**src/rtl/spi_flash_config.svh**
```systemverilog
`ifndef SPI_FLASH_CONFIG_SVH
`define SPI_FLASH_CONFIG_SVH

// Flash address width in bits
`define SPI_ADDR_W 24

// System clocks per SCLK half period
`define SPI_HALF_SCLK 2

// Request queue entries
`define SPI_FIFO_DEPTH 4

// Opcode used for cache word reads
`define SPI_CACHE_RD_OP 8'h03

`endif

```
**src/rtl/spi_flash_pkg.sv**
```systemverilog
`include "spi_flash_config.svh"

package spi_flash_pkg;

   typedef logic [`SPI_ADDR_W-1:0] spi_addr_t;
   typedef logic [7:0]             spi_op_t;
   typedef logic [31:0]            spi_word_t;

   // Data bytes minus one
   typedef logic [1:0]             spi_nbytes_t;

   typedef enum logic {
      SRC_CSR   = 1'b0,
      SRC_CACHE = 1'b1
   } spi_src_e;

   typedef struct packed {
      spi_op_t     op;
      spi_addr_t   addr;
      spi_nbytes_t nbytes;
      spi_src_e    src;
   } spi_req_t;

   typedef struct packed {
      spi_word_t data;
      spi_src_e  src;
   } spi_rsp_t;

   typedef enum logic {
      ARB_IDLE,
      ARB_WAIT
   } arb_state_e;

   typedef enum logic [2:0] {
      ENG_IDLE,
      ENG_CMD,
      ENG_ADDR,
      ENG_DATA,
      ENG_DONE
   } eng_state_e;

endpackage

```
**src/rtl/spi_req_arbiter.sv**
```systemverilog
`timescale 1ns/1ps
`include "spi_flash_config.svh"

module spi_req_arbiter (
   input  logic                     clk_i,
   input  logic                     arst_i,
   input  logic                     flush_i,
   input  logic                     csr_valid_i,
   input  spi_flash_pkg::spi_req_t  csr_req_i,
   output logic                     csr_busy_o,
   output logic                     csr_rsp_valid_o,
   output spi_flash_pkg::spi_word_t csr_rdata_o,
   input  logic                     cache_valid_i,
   input  spi_flash_pkg::spi_addr_t cache_addr_i,
   input  logic [3:0]               cache_wstrb_i,
   output logic                     cache_ready_o,
   output spi_flash_pkg::spi_word_t cache_rdata_o,
   output logic                     push_o,
   output spi_flash_pkg::spi_req_t  push_req_o,
   input  logic                     full_i,
   input  logic                     rsp_valid_i,
   input  spi_flash_pkg::spi_rsp_t  rsp_i
);
   import spi_flash_pkg::*;

   arb_state_e state_q;
   logic       csr_pend_q;
   logic       wr_ack_q;
   logic       cache_rd;
   logic       cache_wr;
   logic       cache_push;
   logic       csr_push;
   logic       cache_rsp;
   logic       csr_rsp;

   assign cache_rd = cache_valid_i & ~(|cache_wstrb_i);
   assign cache_wr = cache_valid_i & (|cache_wstrb_i);

   // Cache reads take the queue slot before register strobes
   assign cache_push = cache_rd & (state_q == ARB_IDLE) & ~full_i & ~flush_i;
   assign csr_busy_o = full_i | csr_pend_q | cache_push | flush_i;
   assign csr_push   = csr_valid_i & ~csr_busy_o;
   assign push_o     = cache_push | csr_push;

   always_comb begin
      push_req_o     = csr_req_i;
      push_req_o.src = SRC_CSR;
      if (cache_push) begin
         push_req_o.op     = `SPI_CACHE_RD_OP;
         push_req_o.addr   = cache_addr_i;
         push_req_o.nbytes = spi_nbytes_t'(3);
         push_req_o.src    = SRC_CACHE;
      end
   end

   // Response steering by tag
   assign cache_rsp = rsp_valid_i & (rsp_i.src == SRC_CACHE) & (state_q == ARB_WAIT);
   assign csr_rsp   = rsp_valid_i & (rsp_i.src == SRC_CSR);

   assign csr_rsp_valid_o = csr_rsp;
   assign csr_rdata_o     = rsp_i.data;
   assign cache_ready_o   = cache_rsp | wr_ack_q;
   assign cache_rdata_o   = rsp_i.data;

   always_ff @(posedge clk_i or posedge arst_i) begin
      if (arst_i) begin
         state_q    <= ARB_IDLE;
         csr_pend_q <= 1'b0;
         wr_ack_q   <= 1'b0;
      end else if (flush_i) begin
         state_q    <= ARB_IDLE;
         csr_pend_q <= 1'b0;
         wr_ack_q   <= 1'b0;
      end else begin
         // Writes are acknowledged and dropped
         wr_ack_q <= cache_wr & ~wr_ack_q;
         if (csr_push) begin
            csr_pend_q <= 1'b1;
         end else if (csr_rsp) begin
            csr_pend_q <= 1'b0;
         end
         case (state_q)
            ARB_IDLE: begin
               if (cache_push) begin
                  state_q <= ARB_WAIT;
               end
            end
            ARB_WAIT: begin
               if (cache_rsp) begin
                  state_q <= ARB_IDLE;
               end
            end
            default: state_q <= ARB_IDLE;
         endcase
      end
   end

endmodule

```
**src/rtl/spi_req_fifo.sv**
```systemverilog
`timescale 1ns/1ps
`include "spi_flash_config.svh"

module spi_req_fifo (
   input  logic                    clk_i,
   input  logic                    arst_i,
   input  logic                    push_i,
   input  spi_flash_pkg::spi_req_t push_req_i,
   input  logic                    pop_i,
   output spi_flash_pkg::spi_req_t head_o,
   output logic                    empty_o,
   output logic                    full_o
);
   import spi_flash_pkg::*;

   localparam int DEPTH = `SPI_FIFO_DEPTH;
   localparam int PTR_W = (DEPTH > 1) ? $clog2(DEPTH) : 1;
   localparam int CNT_W = $clog2(DEPTH + 1);

   spi_req_t         mem_q [DEPTH];
   logic [PTR_W-1:0] wr_ptr_q;
   logic [PTR_W-1:0] rd_ptr_q;
   logic [CNT_W-1:0] count_q;
   logic             do_push;
   logic             do_pop;

   function automatic logic [PTR_W-1:0] ptr_next(input logic [PTR_W-1:0] ptr);
      if (ptr == PTR_W'(DEPTH - 1)) begin
         return '0;
      end
      return ptr + PTR_W'(1);
   endfunction

   assign do_push = push_i & ~full_o;
   assign do_pop  = pop_i & ~empty_o;

   // Flags come from the registered count
   assign empty_o = (count_q == '0);
   assign full_o  = (count_q == CNT_W'(DEPTH));
   assign head_o  = mem_q[rd_ptr_q];

   always_ff @(posedge clk_i) begin
      if (do_push) begin
         mem_q[wr_ptr_q] <= push_req_i;
      end
   end

   always_ff @(posedge clk_i or posedge arst_i) begin
      if (arst_i) begin
         wr_ptr_q <= '0;
         rd_ptr_q <= '0;
         count_q  <= '0;
      end else begin
         if (do_push) begin
            wr_ptr_q <= ptr_next(wr_ptr_q);
         end
         if (do_pop) begin
            rd_ptr_q <= ptr_next(rd_ptr_q);
         end
         case ({do_push, do_pop})
            2'b10:   count_q <= count_q + CNT_W'(1);
            2'b01:   count_q <= count_q - CNT_W'(1);
            default: count_q <= count_q;
         endcase
      end
   end

endmodule

```
**src/rtl/spi_frame_engine.sv**
```systemverilog
`timescale 1ns/1ps
`include "spi_flash_config.svh"

module spi_frame_engine (
   input  logic                    clk_i,
   input  logic                    arst_i,
   input  logic                    empty_i,
   input  spi_flash_pkg::spi_req_t head_i,
   output logic                    pop_o,
   output logic                    rsp_valid_o,
   output spi_flash_pkg::spi_rsp_t rsp_o,
   output logic                    sclk_o,
   output logic                    ss_o,
   output logic                    mosi_o,
   input  logic                    miso_i
);
   import spi_flash_pkg::*;

   localparam int HALF  = `SPI_HALF_SCLK;
   localparam int DIV_W = $clog2(HALF + 1);
   localparam int TX_W  = 8 + `SPI_ADDR_W;
   localparam int BIT_W = $clog2((`SPI_ADDR_W > 32) ? `SPI_ADDR_W : 32);

   eng_state_e       state_q;
   logic [DIV_W-1:0] div_q;
   logic [BIT_W-1:0] bit_cnt_q;
   logic [TX_W-1:0]  tx_q;
   logic             sclk_q;
   logic             ss_q;
   logic             rsp_valid_q;
   spi_nbytes_t      nbytes_q;
   spi_src_e         src_q;
   logic [7:0]       byte_sr_q;
   spi_word_t        data_q;
   logic             half_end;
   logic             bit_last;
   logic [1:0]       byte_idx;

   assign pop_o    = (state_q == ENG_IDLE) & ~empty_i;
   assign half_end = (div_q == DIV_W'(HALF - 1));
   assign byte_idx = bit_cnt_q[4:3];

   // Last bit of the current phase
   always_comb begin
      case (state_q)
         ENG_CMD:  bit_last = (bit_cnt_q == BIT_W'(7));
         ENG_ADDR: bit_last = (bit_cnt_q == BIT_W'(`SPI_ADDR_W - 1));
         default:  bit_last = (bit_cnt_q == BIT_W'({nbytes_q, 3'b111}));
      endcase
   end

   always_ff @(posedge clk_i or posedge arst_i) begin
      if (arst_i) begin
         state_q     <= ENG_IDLE;
         div_q       <= '0;
         bit_cnt_q   <= '0;
         tx_q        <= '0;
         sclk_q      <= 1'b0;
         ss_q        <= 1'b1;
         rsp_valid_q <= 1'b0;
      end else begin
         rsp_valid_q <= 1'b0;
         case (state_q)
            ENG_IDLE: begin
               if (pop_o) begin
                  state_q   <= ENG_CMD;
                  ss_q      <= 1'b0;
                  div_q     <= '0;
                  bit_cnt_q <= '0;
                  tx_q      <= {head_i.op, head_i.addr};
               end
            end
            ENG_CMD, ENG_ADDR, ENG_DATA: begin
               if (half_end) begin
                  div_q  <= '0;
                  sclk_q <= ~sclk_q;
                  // Falling SCLK ends a bit and moves mosi on
                  if (sclk_q) begin
                     tx_q <= {tx_q[TX_W-2:0], 1'b0};
                     if (bit_last) begin
                        bit_cnt_q <= '0;
                        case (state_q)
                           ENG_CMD:  state_q <= ENG_ADDR;
                           ENG_ADDR: state_q <= ENG_DATA;
                           default: begin
                              state_q <= ENG_DONE;
                              ss_q    <= 1'b1;
                           end
                        endcase
                     end else begin
                        bit_cnt_q <= bit_cnt_q + BIT_W'(1);
                     end
                  end
               end else begin
                  div_q <= div_q + DIV_W'(1);
               end
            end
            ENG_DONE: begin
               state_q     <= ENG_IDLE;
               rsp_valid_q <= 1'b1;
            end
            default: begin
               state_q <= ENG_IDLE;
               ss_q    <= 1'b1;
               sclk_q  <= 1'b0;
            end
         endcase
      end
   end

   // Read data capture, bytes packed little-endian
   always_ff @(posedge clk_i) begin
      if (pop_o) begin
         nbytes_q <= head_i.nbytes;
         src_q    <= head_i.src;
         data_q   <= '0;
      end else if ((state_q == ENG_DATA) && half_end) begin
         if (!sclk_q) begin
            byte_sr_q <= {byte_sr_q[6:0], miso_i};
         end else if (bit_cnt_q[2:0] == 3'b111) begin
            data_q[{byte_idx, 3'b000} +: 8] <= byte_sr_q;
         end
      end
   end

   assign sclk_o      = sclk_q;
   assign ss_o        = ss_q;
   assign mosi_o      = tx_q[TX_W-1];
   assign rsp_valid_o = rsp_valid_q;
   assign rsp_o.data  = data_q;
   assign rsp_o.src   = src_q;

endmodule

```
**src/rtl/spi_flash_rd_top.sv**
```systemverilog
`timescale 1ns/1ps

module spi_flash_rd_top (
   input  logic                     clk_i,
   input  logic                     arst_i,
   input  logic                     csr_soft_rst_i,
   input  logic                     csr_valid_i,
   input  spi_flash_pkg::spi_req_t  csr_req_i,
   output logic                     csr_busy_o,
   output logic                     csr_rsp_valid_o,
   output spi_flash_pkg::spi_word_t csr_rdata_o,
   input  logic                     cache_valid_i,
   input  spi_flash_pkg::spi_addr_t cache_addr_i,
   input  logic [3:0]               cache_wstrb_i,
   output logic                     cache_ready_o,
   output spi_flash_pkg::spi_word_t cache_rdata_o,
   output logic                     sclk_o,
   output logic                     ss_o,
   output logic                     mosi_o,
   input  logic                     miso_i
);
   import spi_flash_pkg::*;

   spi_req_t push_req;
   spi_req_t head;
   spi_rsp_t rsp;
   logic     push;
   logic     pop;
   logic     empty;
   logic     full;
   logic     rsp_valid;
   logic     rst_int;

   // Hard or soft reset for queue and engine
   assign rst_int = arst_i | csr_soft_rst_i;

   spi_req_arbiter u_arb (
      .clk_i          (clk_i),
      .arst_i         (arst_i),
      .flush_i        (csr_soft_rst_i),
      .csr_valid_i    (csr_valid_i),
      .csr_req_i      (csr_req_i),
      .csr_busy_o     (csr_busy_o),
      .csr_rsp_valid_o(csr_rsp_valid_o),
      .csr_rdata_o    (csr_rdata_o),
      .cache_valid_i  (cache_valid_i),
      .cache_addr_i   (cache_addr_i),
      .cache_wstrb_i  (cache_wstrb_i),
      .cache_ready_o  (cache_ready_o),
      .cache_rdata_o  (cache_rdata_o),
      .push_o         (push),
      .push_req_o     (push_req),
      .full_i         (full),
      .rsp_valid_i    (rsp_valid),
      .rsp_i          (rsp)
   );

   spi_req_fifo u_fifo (
      .clk_i     (clk_i),
      .arst_i    (rst_int),
      .push_i    (push),
      .push_req_i(push_req),
      .pop_i     (pop),
      .head_o    (head),
      .empty_o   (empty),
      .full_o    (full)
   );

   spi_frame_engine u_eng (
      .clk_i      (clk_i),
      .arst_i     (rst_int),
      .empty_i    (empty),
      .head_i     (head),
      .pop_o      (pop),
      .rsp_valid_o(rsp_valid),
      .rsp_o      (rsp),
      .sclk_o     (sclk_o),
      .ss_o       (ss_o),
      .mosi_o     (mosi_o),
      .miso_i     (miso_i)
   );

endmodule

```
**config.mk**
```make
export PLATFORM = sky130hd
export DESIGN_NAME = spi_flash_rd_top
export DESIGN_NICKNAME = d
export VERILOG_FILES = /design/src/rtl/spi_flash_pkg.sv /design/src/rtl/spi_req_arbiter.sv /design/src/rtl/spi_req_fifo.sv /design/src/rtl/spi_frame_engine.sv /design/src/rtl/spi_flash_rd_top.sv
export VERILOG_INCLUDE_DIRS = /design/src /design/src/rtl
export SDC_FILE = /design/constraint.sdc
export NUM_CORES = 1
export LEC_CHECK = 0
export ABC_AREA = 0
export BUFFER_PORTS_ARGS = -buffer_cell sky130_fd_sc_hd__buf_2
export CAP_MARGIN = 20
export CORE_MARGIN = 5
export CORE_UTILIZATION = 30
export DETAILED_ROUTE_END_ITERATION = 16
export SYNTH_ARGS = -nofsm -noshare
export SYNTH_HDL_FRONTEND = slang
export SYNTH_SLANG_ARGS = --single-unit
```
**constraint.sdc**
```tcl
create_clock -name clk_i -period 6.7 [get_ports clk_i]
set_input_delay 0.335 -clock clk_i [delete_from_list [all_inputs] [get_ports clk_i]]
set_output_delay 0.335 -clock clk_i [all_outputs]
set_load 0.01 [all_outputs]
```
==> results of run 1 <==
layout make-up:
type / instances / area, sq um / area share
clock buffer: 29 / 681.9 / 0.05709
clock inverter: 19 / 232.7 / 0.01948
inverter: 12 / 45.04 / 0.003771
multi-input combinational: 420 / 3099 / 0.2595
sequential: 238 / 6555 / 0.5488
tap: 448 / 560.5 / 0.04693
timing repair buffer: 145 / 770.7 / 0.06452
routing by layer:
| layer | up-vias | track usage |
|---|---|---|
| met5 | - | 0 |
| met4 | 0 | 0.02623 |
| met3 | 29 | 0.02328 |
| met2 | 148 | 0.1795 |
| met1 | 2864 | 0.1336 |
| li1 | 2886 | - |
worst reg2reg max path, stage by stage (launching register included):
cell and delay, ns:
sky130_fd_sc_hd__dfrtp_1 0.72, sky130_fd_sc_hd__nor2_1 0.25, sky130_fd_sc_hd__nor2_4 0.75, sky130_fd_sc_hd__a21o_2 0.94, sky130_fd_sc_hd__nand2_1 0.12, sky130_fd_sc_hd__o31ai_1 0.20
what timing repair did:
item                      CTS  global route
hold endpoints to repair    4             0
hold buffers                2             0
gates resized for setup     0             0
registers in the layout, indices dropped and copies added (netlist names), 2 cells and up:
register         count
u_fifo.mem_q       140
u_eng.data_q        32
u_eng.tx_q          32
u_eng.byte_sr_q      8
u_eng.bit_cnt_q      5
u_eng.state_q        3
u_fifo.count_q       3
u_eng.div_q          2
u_eng.nbytes_q       2
u_fifo.rd_ptr_q      2
u_fifo.wr_ptr_q      2
power groups by stage:
stage	registers [mW]	logic (mW)	clock network [mW]
CTS	1.95	0.660	1.53
global placement	1.97	0.644	0
global route	1.98	0.729	1.59
floorplan	1.89	0.573	0
detailed placement	1.98	0.659	0
finish	1.95	0.649	1.49
stage by stage:
step / utilization / instances
2_1_floorplan: - / 742
3_3_place_gp: 0.3281 / 1259
3_5_place_dp: 0.3281 / 1259
4_1_cts: 0.3561 / 1309
5_1_grt: 0.3571 / 1311
6_report: 0.3571 / 1311
synthesized netlist by cell type (5+ instances only):
cell type / count / area (sq um)
sky130_fd_sc_hd__nand3_1: 37 / 185.2
sky130_fd_sc_hd__dfrtp_1: 54 / 1351
sky130_fd_sc_hd__buf_2: 25 / 125.1
sky130_fd_sc_hd__edfxtp_1: 151 / 4534
sky130_fd_sc_hd__nor3_1: 8 / 40.04
sky130_fd_sc_hd__and2_1: 10 / 62.56
sky130_fd_sc_hd__or2_2: 5 / 31.28
sky130_fd_sc_hd__a31oi_1: 31 / 193.9
sky130_fd_sc_hd__mux2_2: 26 / 292.8
sky130_fd_sc_hd__a21oi_1: 35 / 175.2
sky130_fd_sc_hd__inv_1: 12 / 45.04
sky130_fd_sc_hd__nor2_1: 46 / 172.7
sky130_fd_sc_hd__dfxtp_1: 32 / 640.6
sky130_fd_sc_hd__nor3b_1: 5 / 37.54
sky130_fd_sc_hd__ha_1: 13 / 162.7
sky130_fd_sc_hd__clkbuf_1: 10 / 37.54
sky130_fd_sc_hd__mux4_2: 35 / 788.3
sky130_fd_sc_hd__buf_4: 34 / 255.2
sky130_fd_sc_hd__nand2_1: 109 / 409.1
sky130_fd_sc_hd__nor2b_1: 12 / 75.07
kinds of logic (layout without fill, tap and decap cells):
group	after synthesis	count (layout)	share of synthesized area
XOR/XNOR	4	4	0.003461
adder cells (fa/ha/maj)	14	14	0.01805
multiplexers	65	65	0.1112
buffers and inverters	84	205	0.04907
AO/OA/AOI/OAI	89	89	0.05599
AND/OR/NAND/NOR	248	248	0.1149
flip-flops	238	238	0.6473
worst min-delay path by stage:
stage               slack, ns               end            from
global route             0.06  u_arb.csr_pend_q  csr_soft_rst_i
CTS                      0.04  u_arb.csr_pend_q  csr_soft_rst_i
detailed placement       0.25    u_arb.wr_ack_q          arst_i
floorplan                0.09  u_arb.csr_pend_q          arst_i
finish                   0.06  u_arb.csr_pend_q  csr_soft_rst_i
global placement         0.25     u_arb.state_q          arst_i
==> results.cfg, run 1 <==
[logic_synthesis]
synth_cells = 742
synth_enable_flop_cells = 151
ys.flop_type = sky130_fd_sc_hd__edfxtp_1
synth_cell_type_count = 56
postSynth.asyncResetShare = 0.2311
synth_nets = 825
avgSynthCellArea_sq_um = 13.64
ys_seq_area_frac = 0.6473
ys_seq_elements = 238
synth_area_sq_um = 10120
yosysWarnings = 0

[worst_setup_path]
worst-r2r-cell-count = 5
worst_ep_required_time_ns = 7.13
crit_path_top_delay_cell = sky130_fd_sc_hd__a21o_2
cp_top_family = compound AO/OA/AOI/OAI gates
critical_path.reg2reg.startpoint = u_eng.state_q[1]
critical_path.max_stage_delay_ns = 0.93
worst-path-stages = 5
crit_path_end_kind = flip-flop
cp-start-kind = flip-flop
critPathKind = flip-flop to flip-flop
critical_r2r_capture = u_eng.bit_cnt_q[2]
timing.critical_path.cells = nor2_1, nor2_4, a21o_2, nand2_1, o31ai_1
setup.worst_path.end = u_eng.bit_cnt_q[2]
path_buf_inv = 0
critPathArrivalTime_ns = 3.50
critical_path_peak_fanout = 63
r2r_setup_slack_ns = 3.64
critical_path.startpoint = u_eng.state_q[1]

[global_routing]
grt_first_pass_wirelength_mm = 32.51
first_global_vias = 6062
number_of_antenna_violations_at_the_first_check_in_global_routing = 0
groute.usage.overall = 0.1041
grt-ovfl-total = 0
largest_net_degree_at_the_start_of_global_routing = 64

[power_and_ir_drop]
p_int_mw = 2.987
total_power_mw = 4.083
seq_power_share = 0.477
combPwrFrac = 0.159
power.leakage_nw = 4.575
ir_worst_vdd_uv = 196.1
p_sw_frac = 0.2684
share_clk_of_total_power = 0.364
power-per-cell-area_nw_per_um2 = 341.8
power.net_switching_mw = 1.096

[floorplanning]
io_pins = 139
design.die.area_sq_um = 37520
core-area_sq_um = 33450
placement_rows = 67
die_y_microns = 193.7
floorplan.die.width_microns = 193.7
initial_core_util = 0.3027

[placed_design]
routabilityCongestion = 0.7619
port_buffers = 137
placement.setup.worst_slack_ns = 3.604
placed_cell_area_sq_um = 10980
dpl.hpwl_mm = 12.30

[cells_and_area]
final_common_cell = sky130_fd_sc_hd__edfxtp_1
final_area_sq_um = 11950
filler_cell_count = 3250
antenna_fix_cells = 0
most-common-layout-cells = sky130_fd_sc_hd__edfxtp_1, sky130_fd_sc_hd__buf_2, sky130_fd_sc_hd__nand2_1, sky130_fd_sc_hd__dfrtp_1, sky130_fd_sc_hd__nor2_1
post_route_cells_drive_above_1_share = 0.3163
finish.net_count = 926
area_growth_syn_to_layout_pct = 18.00

[sta]
setup_tns_ns = 0
final_hold_viol_count = 0
layout_min_cycle_time_ns = 3.065
clock_skew_ns = 0.02897
slew_hr = 0.2944
setup_repair_after_global_routing_missed_its_margin = false
peak_freq_mhz = 326.3
worstMarginPinSlew_ns = 1.058
worst_slack_ns = 3.635
final.period_utilization = 0.4574
setup_failing_eps_final = 0
final.hold.worst_slack_ns = 0.05954
maxSlewViolCount = 0

[worst_hold_path]
hold_class = input port to flip-flop
hold_depth = 2

[clock_network]
clk-insertion-delay-late_ns = 0.54
post_cts_buffers = 0
root_buffer_master = sky130_fd_sc_hd__clkbuf_16
htree_levels = 1
clock_tree.buffer_depth = 3
clock-sinks = 238
cts_made_buffers = 26
clk_pin_slew_worst_paths_ns = 0.06
cts_tree = yes

[routing]
wl_per_cell_microns = 15.52
finalWirelength_mm = 20.35
drt_pre_antenna_iters = 4
highest_layer = met4
drc = 0
wl_met3_mm = 1.152
drt_first_iter_violations = 290
via_count_of_the_routed_design = 5927
drt.antenna.violating_nets = 0
avgViaCountPerCell = 4.521
wl_met1_mm = 8.745
met2_wirelength_mm = 10.02

[job]
maxCapViolCount = 0

[status]
outcome = finished, final reports clean
No activity file was read; power rests on OpenSTA's default activity.
==> run 2: changes to the inputs <==
Clock period 6.7 ns to 3.01 ns, I/O delays scaled along.
==> results.cfg, run 2 (synthesis results as in run 1) <==
[status]
outcome = finished, final reports clean

[floorplanning]
floorplan.die.width_microns = 193.7
placement_rows = 67
initial_core_util = 0.3027
design.die.area_sq_um = 37520
io_pins = 139
core-area_sq_um = 33450
die_y_microns = 193.7

[clock_network]
root_buffer_master = sky130_fd_sc_hd__clkbuf_16
clk-insertion-delay-late_ns = 0.53
htree_levels = 1
cts_made_buffers = 27
clock-sinks = 238
cts_tree = yes
clk_pin_slew_worst_paths_ns = 0.06
clock_tree.buffer_depth = 3

[global_routing]
largest_net_degree_at_the_start_of_global_routing = 64
number_of_antenna_violations_at_the_first_check_in_global_routing = 0
grt_first_pass_wirelength_mm = 34.26
grt-ovfl-total = 0
groute.usage.overall = 0.1089
first_global_vias = 6478

[worst_setup_path]
critPathKind = flip-flop to flip-flop
worst_ep_required_time_ns = 3.27
critical_path.startpoint = u_fifo.count_q[2]
worst-r2r-cell-count = 6
cp-start-kind = flip-flop
critical_path_peak_fanout = 39
r2r_setup_slack_ns = 0.27
critical_path.reg2reg.startpoint = u_fifo.count_q[2]
setup.worst_path.end = u_fifo.mem_q[3][26]
crit_path_end_kind = flip-flop
critPathArrivalTime_ns = 2.99
critical_r2r_capture = u_fifo.mem_q[3][26]

[power_and_ir_drop]
power.leakage_nw = 4.872
ir_worst_vdd_uv = 367.1
power-per-cell-area_nw_per_um2 = 724.0
total_power_mw = 9.128

[cells_and_area]
final_common_cell = sky130_fd_sc_hd__edfxtp_1
largest_registers = u_fifo.mem_q (140), u_eng.data_q (32), u_eng.tx_q (32)
largest_register_ffs = 140
post_route_cells_drive_above_1_share = 0.3033
multi_input_area_sq_um = 3099
final_area_sq_um = 12610
filler_cell_count = 3198
antenna_fix_cells = 0
most-common-layout-cells = sky130_fd_sc_hd__edfxtp_1, sky130_fd_sc_hd__buf_2, sky130_fd_sc_hd__nand2_1, sky130_fd_sc_hd__dlygate4sd3_1, sky130_fd_sc_hd__dfrtp_1
area.sequential_sq_um = 6555
finish.net_count = 995
area_growth_syn_to_layout_pct = 24.55
max_flop_register = u_fifo.mem_q

[routing]
wl_per_cell_microns = 15.05
drt_first_iter_violations = 209
via_count_of_the_routed_design = 6230
drt_pre_antenna_iters = 4
drt.antenna.violating_nets = 0
drc = 0
finalWirelength_mm = 20.79
avgViaCountPerCell = 4.511

[placed_design]
placed_cell_area_sq_um = 11150
routabilityCongestion = 0.7709
port_buffers = 137
dpl.hpwl_mm = 12.88

[worst_hold_path]
hold_class = input port to flip-flop

[sta]
setup_tns_ns = 0
clock_skew_ns = 0.008154
final_hold_viol_count = 0
maxSlewViolCount = 0
worstMarginPinSlew_ns = 0.8574
slew_hr = 0.4240
final.hold.worst_slack_ns = 0.04290
final.period_utilization = 0.9092
setup_repair_after_global_routing_missed_its_margin = false
peak_freq_mhz = 365.4
layout_min_cycle_time_ns = 2.737
setup_failing_eps_final = 0

[job]
maxCapViolCount = 0
[run 2: cell types whose count changed in the layout (fill, tap and decap cells not counted), moves of 2 or more]
cell,change
sky130_fd_sc_hd__clkinv_2,-2
sky130_fd_sc_hd__buf_4,+10
sky130_fd_sc_hd__clkbuf_1,+5
sky130_fd_sc_hd__buf_12,+5
sky130_fd_sc_hd__bufinv_16,-2
sky130_fd_sc_hd__dlygate4sd3_1,+55
[run 2: worst min path at each step]
stage	startpoint	to	slack [ns]	cells past startpoint
3_3_place_gp	arst_i	u_arb.csr_pend_q	0.06	2
4_1_cts	csr_req_i[32]	u_fifo.mem_q[0][32]	0.02	2
3_5_place_dp	arst_i	u_arb.csr_pend_q	0.06	2
6_report	cache_wstrb_i[2]	u_arb.wr_ack_q	0.04	3
5_1_grt	csr_req_i[33]	u_fifo.mem_q[1][33]	0.04	2
2_1_floorplan	arst_i	u_arb.csr_pend_q	-0.1	1
[run 2: metal layers]
layer	up-vias	part of all wire	global-route usage	wire (microns)
li1	3040	-	-	-
met1	3002	0.44	0.1417	9161
met2	153	0.48	0.1859	10010
met3	35	0.056	0.02276	1168
met4	0	0.022	0.02937	450
met5	-	0	0	0
[run 2: final cells by class]
class	count	area share
Tap cell	448	0.04446
Inverter	12	0.003573
Timing Repair Buffer	213	0.1159
Sequential cell	238	0.5199
Multi-Input combinational cell	420	0.2458
Clock buffer	36	0.05865
Clock inverter	14	0.01171
[run 2: critical path, cell delays in order (launching register included)]
cell and delay [ns]:
sky130_fd_sc_hd__dfrtp_1 0.40, sky130_fd_sc_hd__nor3b_1 0.16, sky130_fd_sc_hd__or2_2 0.32, sky130_fd_sc_hd__nor2_4 0.10, sky130_fd_sc_hd__buf_4 0.40, sky130_fd_sc_hd__mux2_2 0.40, sky130_fd_sc_hd__dlygate4sd3_1 0.62
[run 2: where the power goes]
part | internal [mW] | switching, mW
clock network | 1.92 | 1.31
registers | 3.95 | 0.333
logic | 0.807 | 0.811
total | 6.68 | 2.45
[run 2: stage by stage]
step | std cells | worst slack [ns] | utilization
after floorplan | 742 | 0.4817 | -
after global placement | 1274 | 0.7551 | 0.3334
after detailed placement | 1274 | 0.7020 | 0.3334
after CTS | 1381 | 0.2377 | 0.3770
after global routing | 1381 | 0.1650 | 0.3770
final | 1381 | 0.2733 | 0.3770
[run 2: what timing repair did]
action / 4_1_cts / 5_1_grt
endpoints found under the hold margin: 170 / 0
hold buffers: 57 / 0
resized for setup: 0 / 0
buffers inserted: 0 / 0
==> run 3: changes to the inputs <==
Settings changed: RECOVER_POWER set to 50.
==> results.cfg, run 3 (synthesis results as in run 1) <==
[worst_setup_path]
crit_path_end_kind = flip-flop
path_buf_inv = 2
worst_ep_required_time_ns = 3.27
critical_path.reg2reg.startpoint = u_fifo.count_q[2]
worst-r2r-cell-count = 6
cp_top_family = buffers and inverters
critical_path_peak_fanout = 39
critPathKind = flip-flop to flip-flop
timing.critical_path.cells = nor3b_1, or2_2, nor2_4, buf_4, mux2_2, dlygate4sd3_1
critical_path.max_stage_delay_ns = 0.62
cp-start-kind = flip-flop
critPathArrivalTime_ns = 3.00
r2r_setup_slack_ns = 0.27
critical_r2r_capture = u_fifo.mem_q[3][26]
crit_path_top_delay_cell = sky130_fd_sc_hd__dlygate4sd3_1

[power_and_ir_drop]
power-per-cell-area_nw_per_um2 = 731.3
power.leakage_nw = 4.540
ir_worst_vdd_uv = 367.2

[cells_and_area]
max_flop_register = u_fifo.mem_q
largest_register_ffs = 140
most-common-layout-cells = sky130_fd_sc_hd__edfxtp_1, sky130_fd_sc_hd__nand2_1, sky130_fd_sc_hd__clkbuf_1, sky130_fd_sc_hd__buf_2, sky130_fd_sc_hd__dlygate4sd3_1
final_common_cell = sky130_fd_sc_hd__edfxtp_1
largest_registers = u_fifo.mem_q (140), u_eng.data_q (32), u_eng.tx_q (32)
area_growth_syn_to_layout_pct = 22.75
antenna_fix_cells = 0
post_route_cells_drive_above_1_share = 0.2219
fin_util = 0.3715
finish.net_count = 995
filler_cell_count = 3242

[clock_network]
cts_tree = yes
clock-sinks = 238
clk-insertion-delay-late_ns = 0.53
cts_made_buffers = 27
htree_levels = 1
clock_tree.buffer_depth = 3
clk_pin_slew_worst_paths_ns = 0.06
post_cts_hold_buffer_count = 57
gates_resized_cts_repair = 0
root_buffer_master = sky130_fd_sc_hd__clkbuf_16
post_cts_buffers = 0

[worst_hold_path]
hold_path_end = u_arb.wr_ack_q
hold_class = input port to flip-flop
hold_depth = 3
holdCritStartpoint = cache_wstrb_i[2]

[sta]
final_hold_viol_count = 0
layout_min_cycle_time_ns = 2.739
clock_skew_ns = 0.007858
worstMarginPinSlew_ns = 1.434
setup_tns_ns = 0
setup_failing_eps_final = 0
final.period_utilization = 0.9099
maxSlewViolCount = 0
setup_repair_after_global_routing_missed_its_margin = false
final.hold.worst_slack_ns = 0.04269
peak_freq_mhz = 365.1
slew_hr = 0.04382

[global_routing]
number_of_antenna_violations_at_the_first_check_in_global_routing = 0
groute.usage.overall = 0.1089
grt-ovfl-total = 0
first_global_vias = 6478
largest_net_degree_at_the_start_of_global_routing = 64
grt_first_pass_wirelength_mm = 34.26

[floorplanning]
io_pins = 139
design.die.area_sq_um = 37520
core-area_sq_um = 33450
placement_rows = 67
initial_core_util = 0.3027
floorplan.die.width_microns = 193.7
die_y_microns = 193.7

[routing]
via_count_of_the_routed_design = 6217
drt.antenna.violating_nets = 0
drc = 0
drt_first_iter_violations = 223
wl_per_cell_microns = 15.19
drt_pre_antenna_iters = 4
finalWirelength_mm = 20.98
avgViaCountPerCell = 4.502

[placed_design]
dpl.hpwl_mm = 12.88
routabilityCongestion = 0.7709
port_buffers = 137

[job]
maxCapViolCount = 0

[status]
outcome = finished, final reports clean
-- run 3: tightest hold or removal path, delay by kind of cell --
family                 cells  cell delay (ns)
and+or+nand+nor            2             0.26
buffers and inverters      1             0.08
-- run 3: how the worst max path moves through the flow --
stage / startpoint / to / slack [ns] / cells after the start
2_1_floorplan: u_eng.state_q[1] / u_fifo.count_q[2] / 0.48 / 11
3_3_place_gp: u_eng.state_q[1] / u_eng.state_q[1] / 0.76 / 5
3_5_place_dp: u_fifo.count_q[0] / u_fifo.count_q[2] / 0.70 / 11
4_1_cts: u_fifo.count_q[2] / u_fifo.mem_q[0][26] / 0.24 / 6
5_1_grt: u_fifo.count_q[2] / u_fifo.mem_q[1][19] / 0.1 / 6
6_report: u_fifo.count_q[2] / u_fifo.mem_q[3][26] / 0.27 / 6
-- run 3: layout make-up --
type                            count  area (sq um)  share of cell area
Timing Repair Buffer              213          1296              0.1043
Multi-Input combinational cell    420          3084              0.2482
Clock buffer                       36         739.5             0.05950
Inverter                           12         45.04            0.003625
Clock inverter                     14         147.6             0.01188
Sequential cell                   238          6554              0.5274
Tap cell                          448         560.5             0.04511
-- run 3: routing by layer --
| metal | wire [microns] | vias to the layer above | GRT usage | part of all wire |
|---|---|---|---|---|
| li1 | - | 3039 | - | - |
| met1 | 9257 | 2994 | 0.1417 | 0.44 |
| met2 | 10110 | 151 | 0.1859 | 0.48 |
| met3 | 1168 | 33 | 0.02276 | 0.056 |
| met4 | 443 | 0 | 0.02937 | 0.021 |
| met5 | 0 | - | 0 | 0 |
-- run 3: metrics by stage --
stage	setup slack (ns)	area [sq um]	power, mW	std cells
after detailed placement	0.7020	11150	5.955	1274
after floorplan	0.4817	10130	5.475	742
final	0.2711	12430	9.088	1381
after global placement	0.7551	11150	5.905	1274
after global routing	0.09909	12430	9.603	1381
after CTS	0.2377	12610	9.280	1381
-- run 3: report_power, final --
part,switching (mW),internal [mW]
clock,1.30,1.92
combinational,0.808,0.772
sequential,0.331,3.96
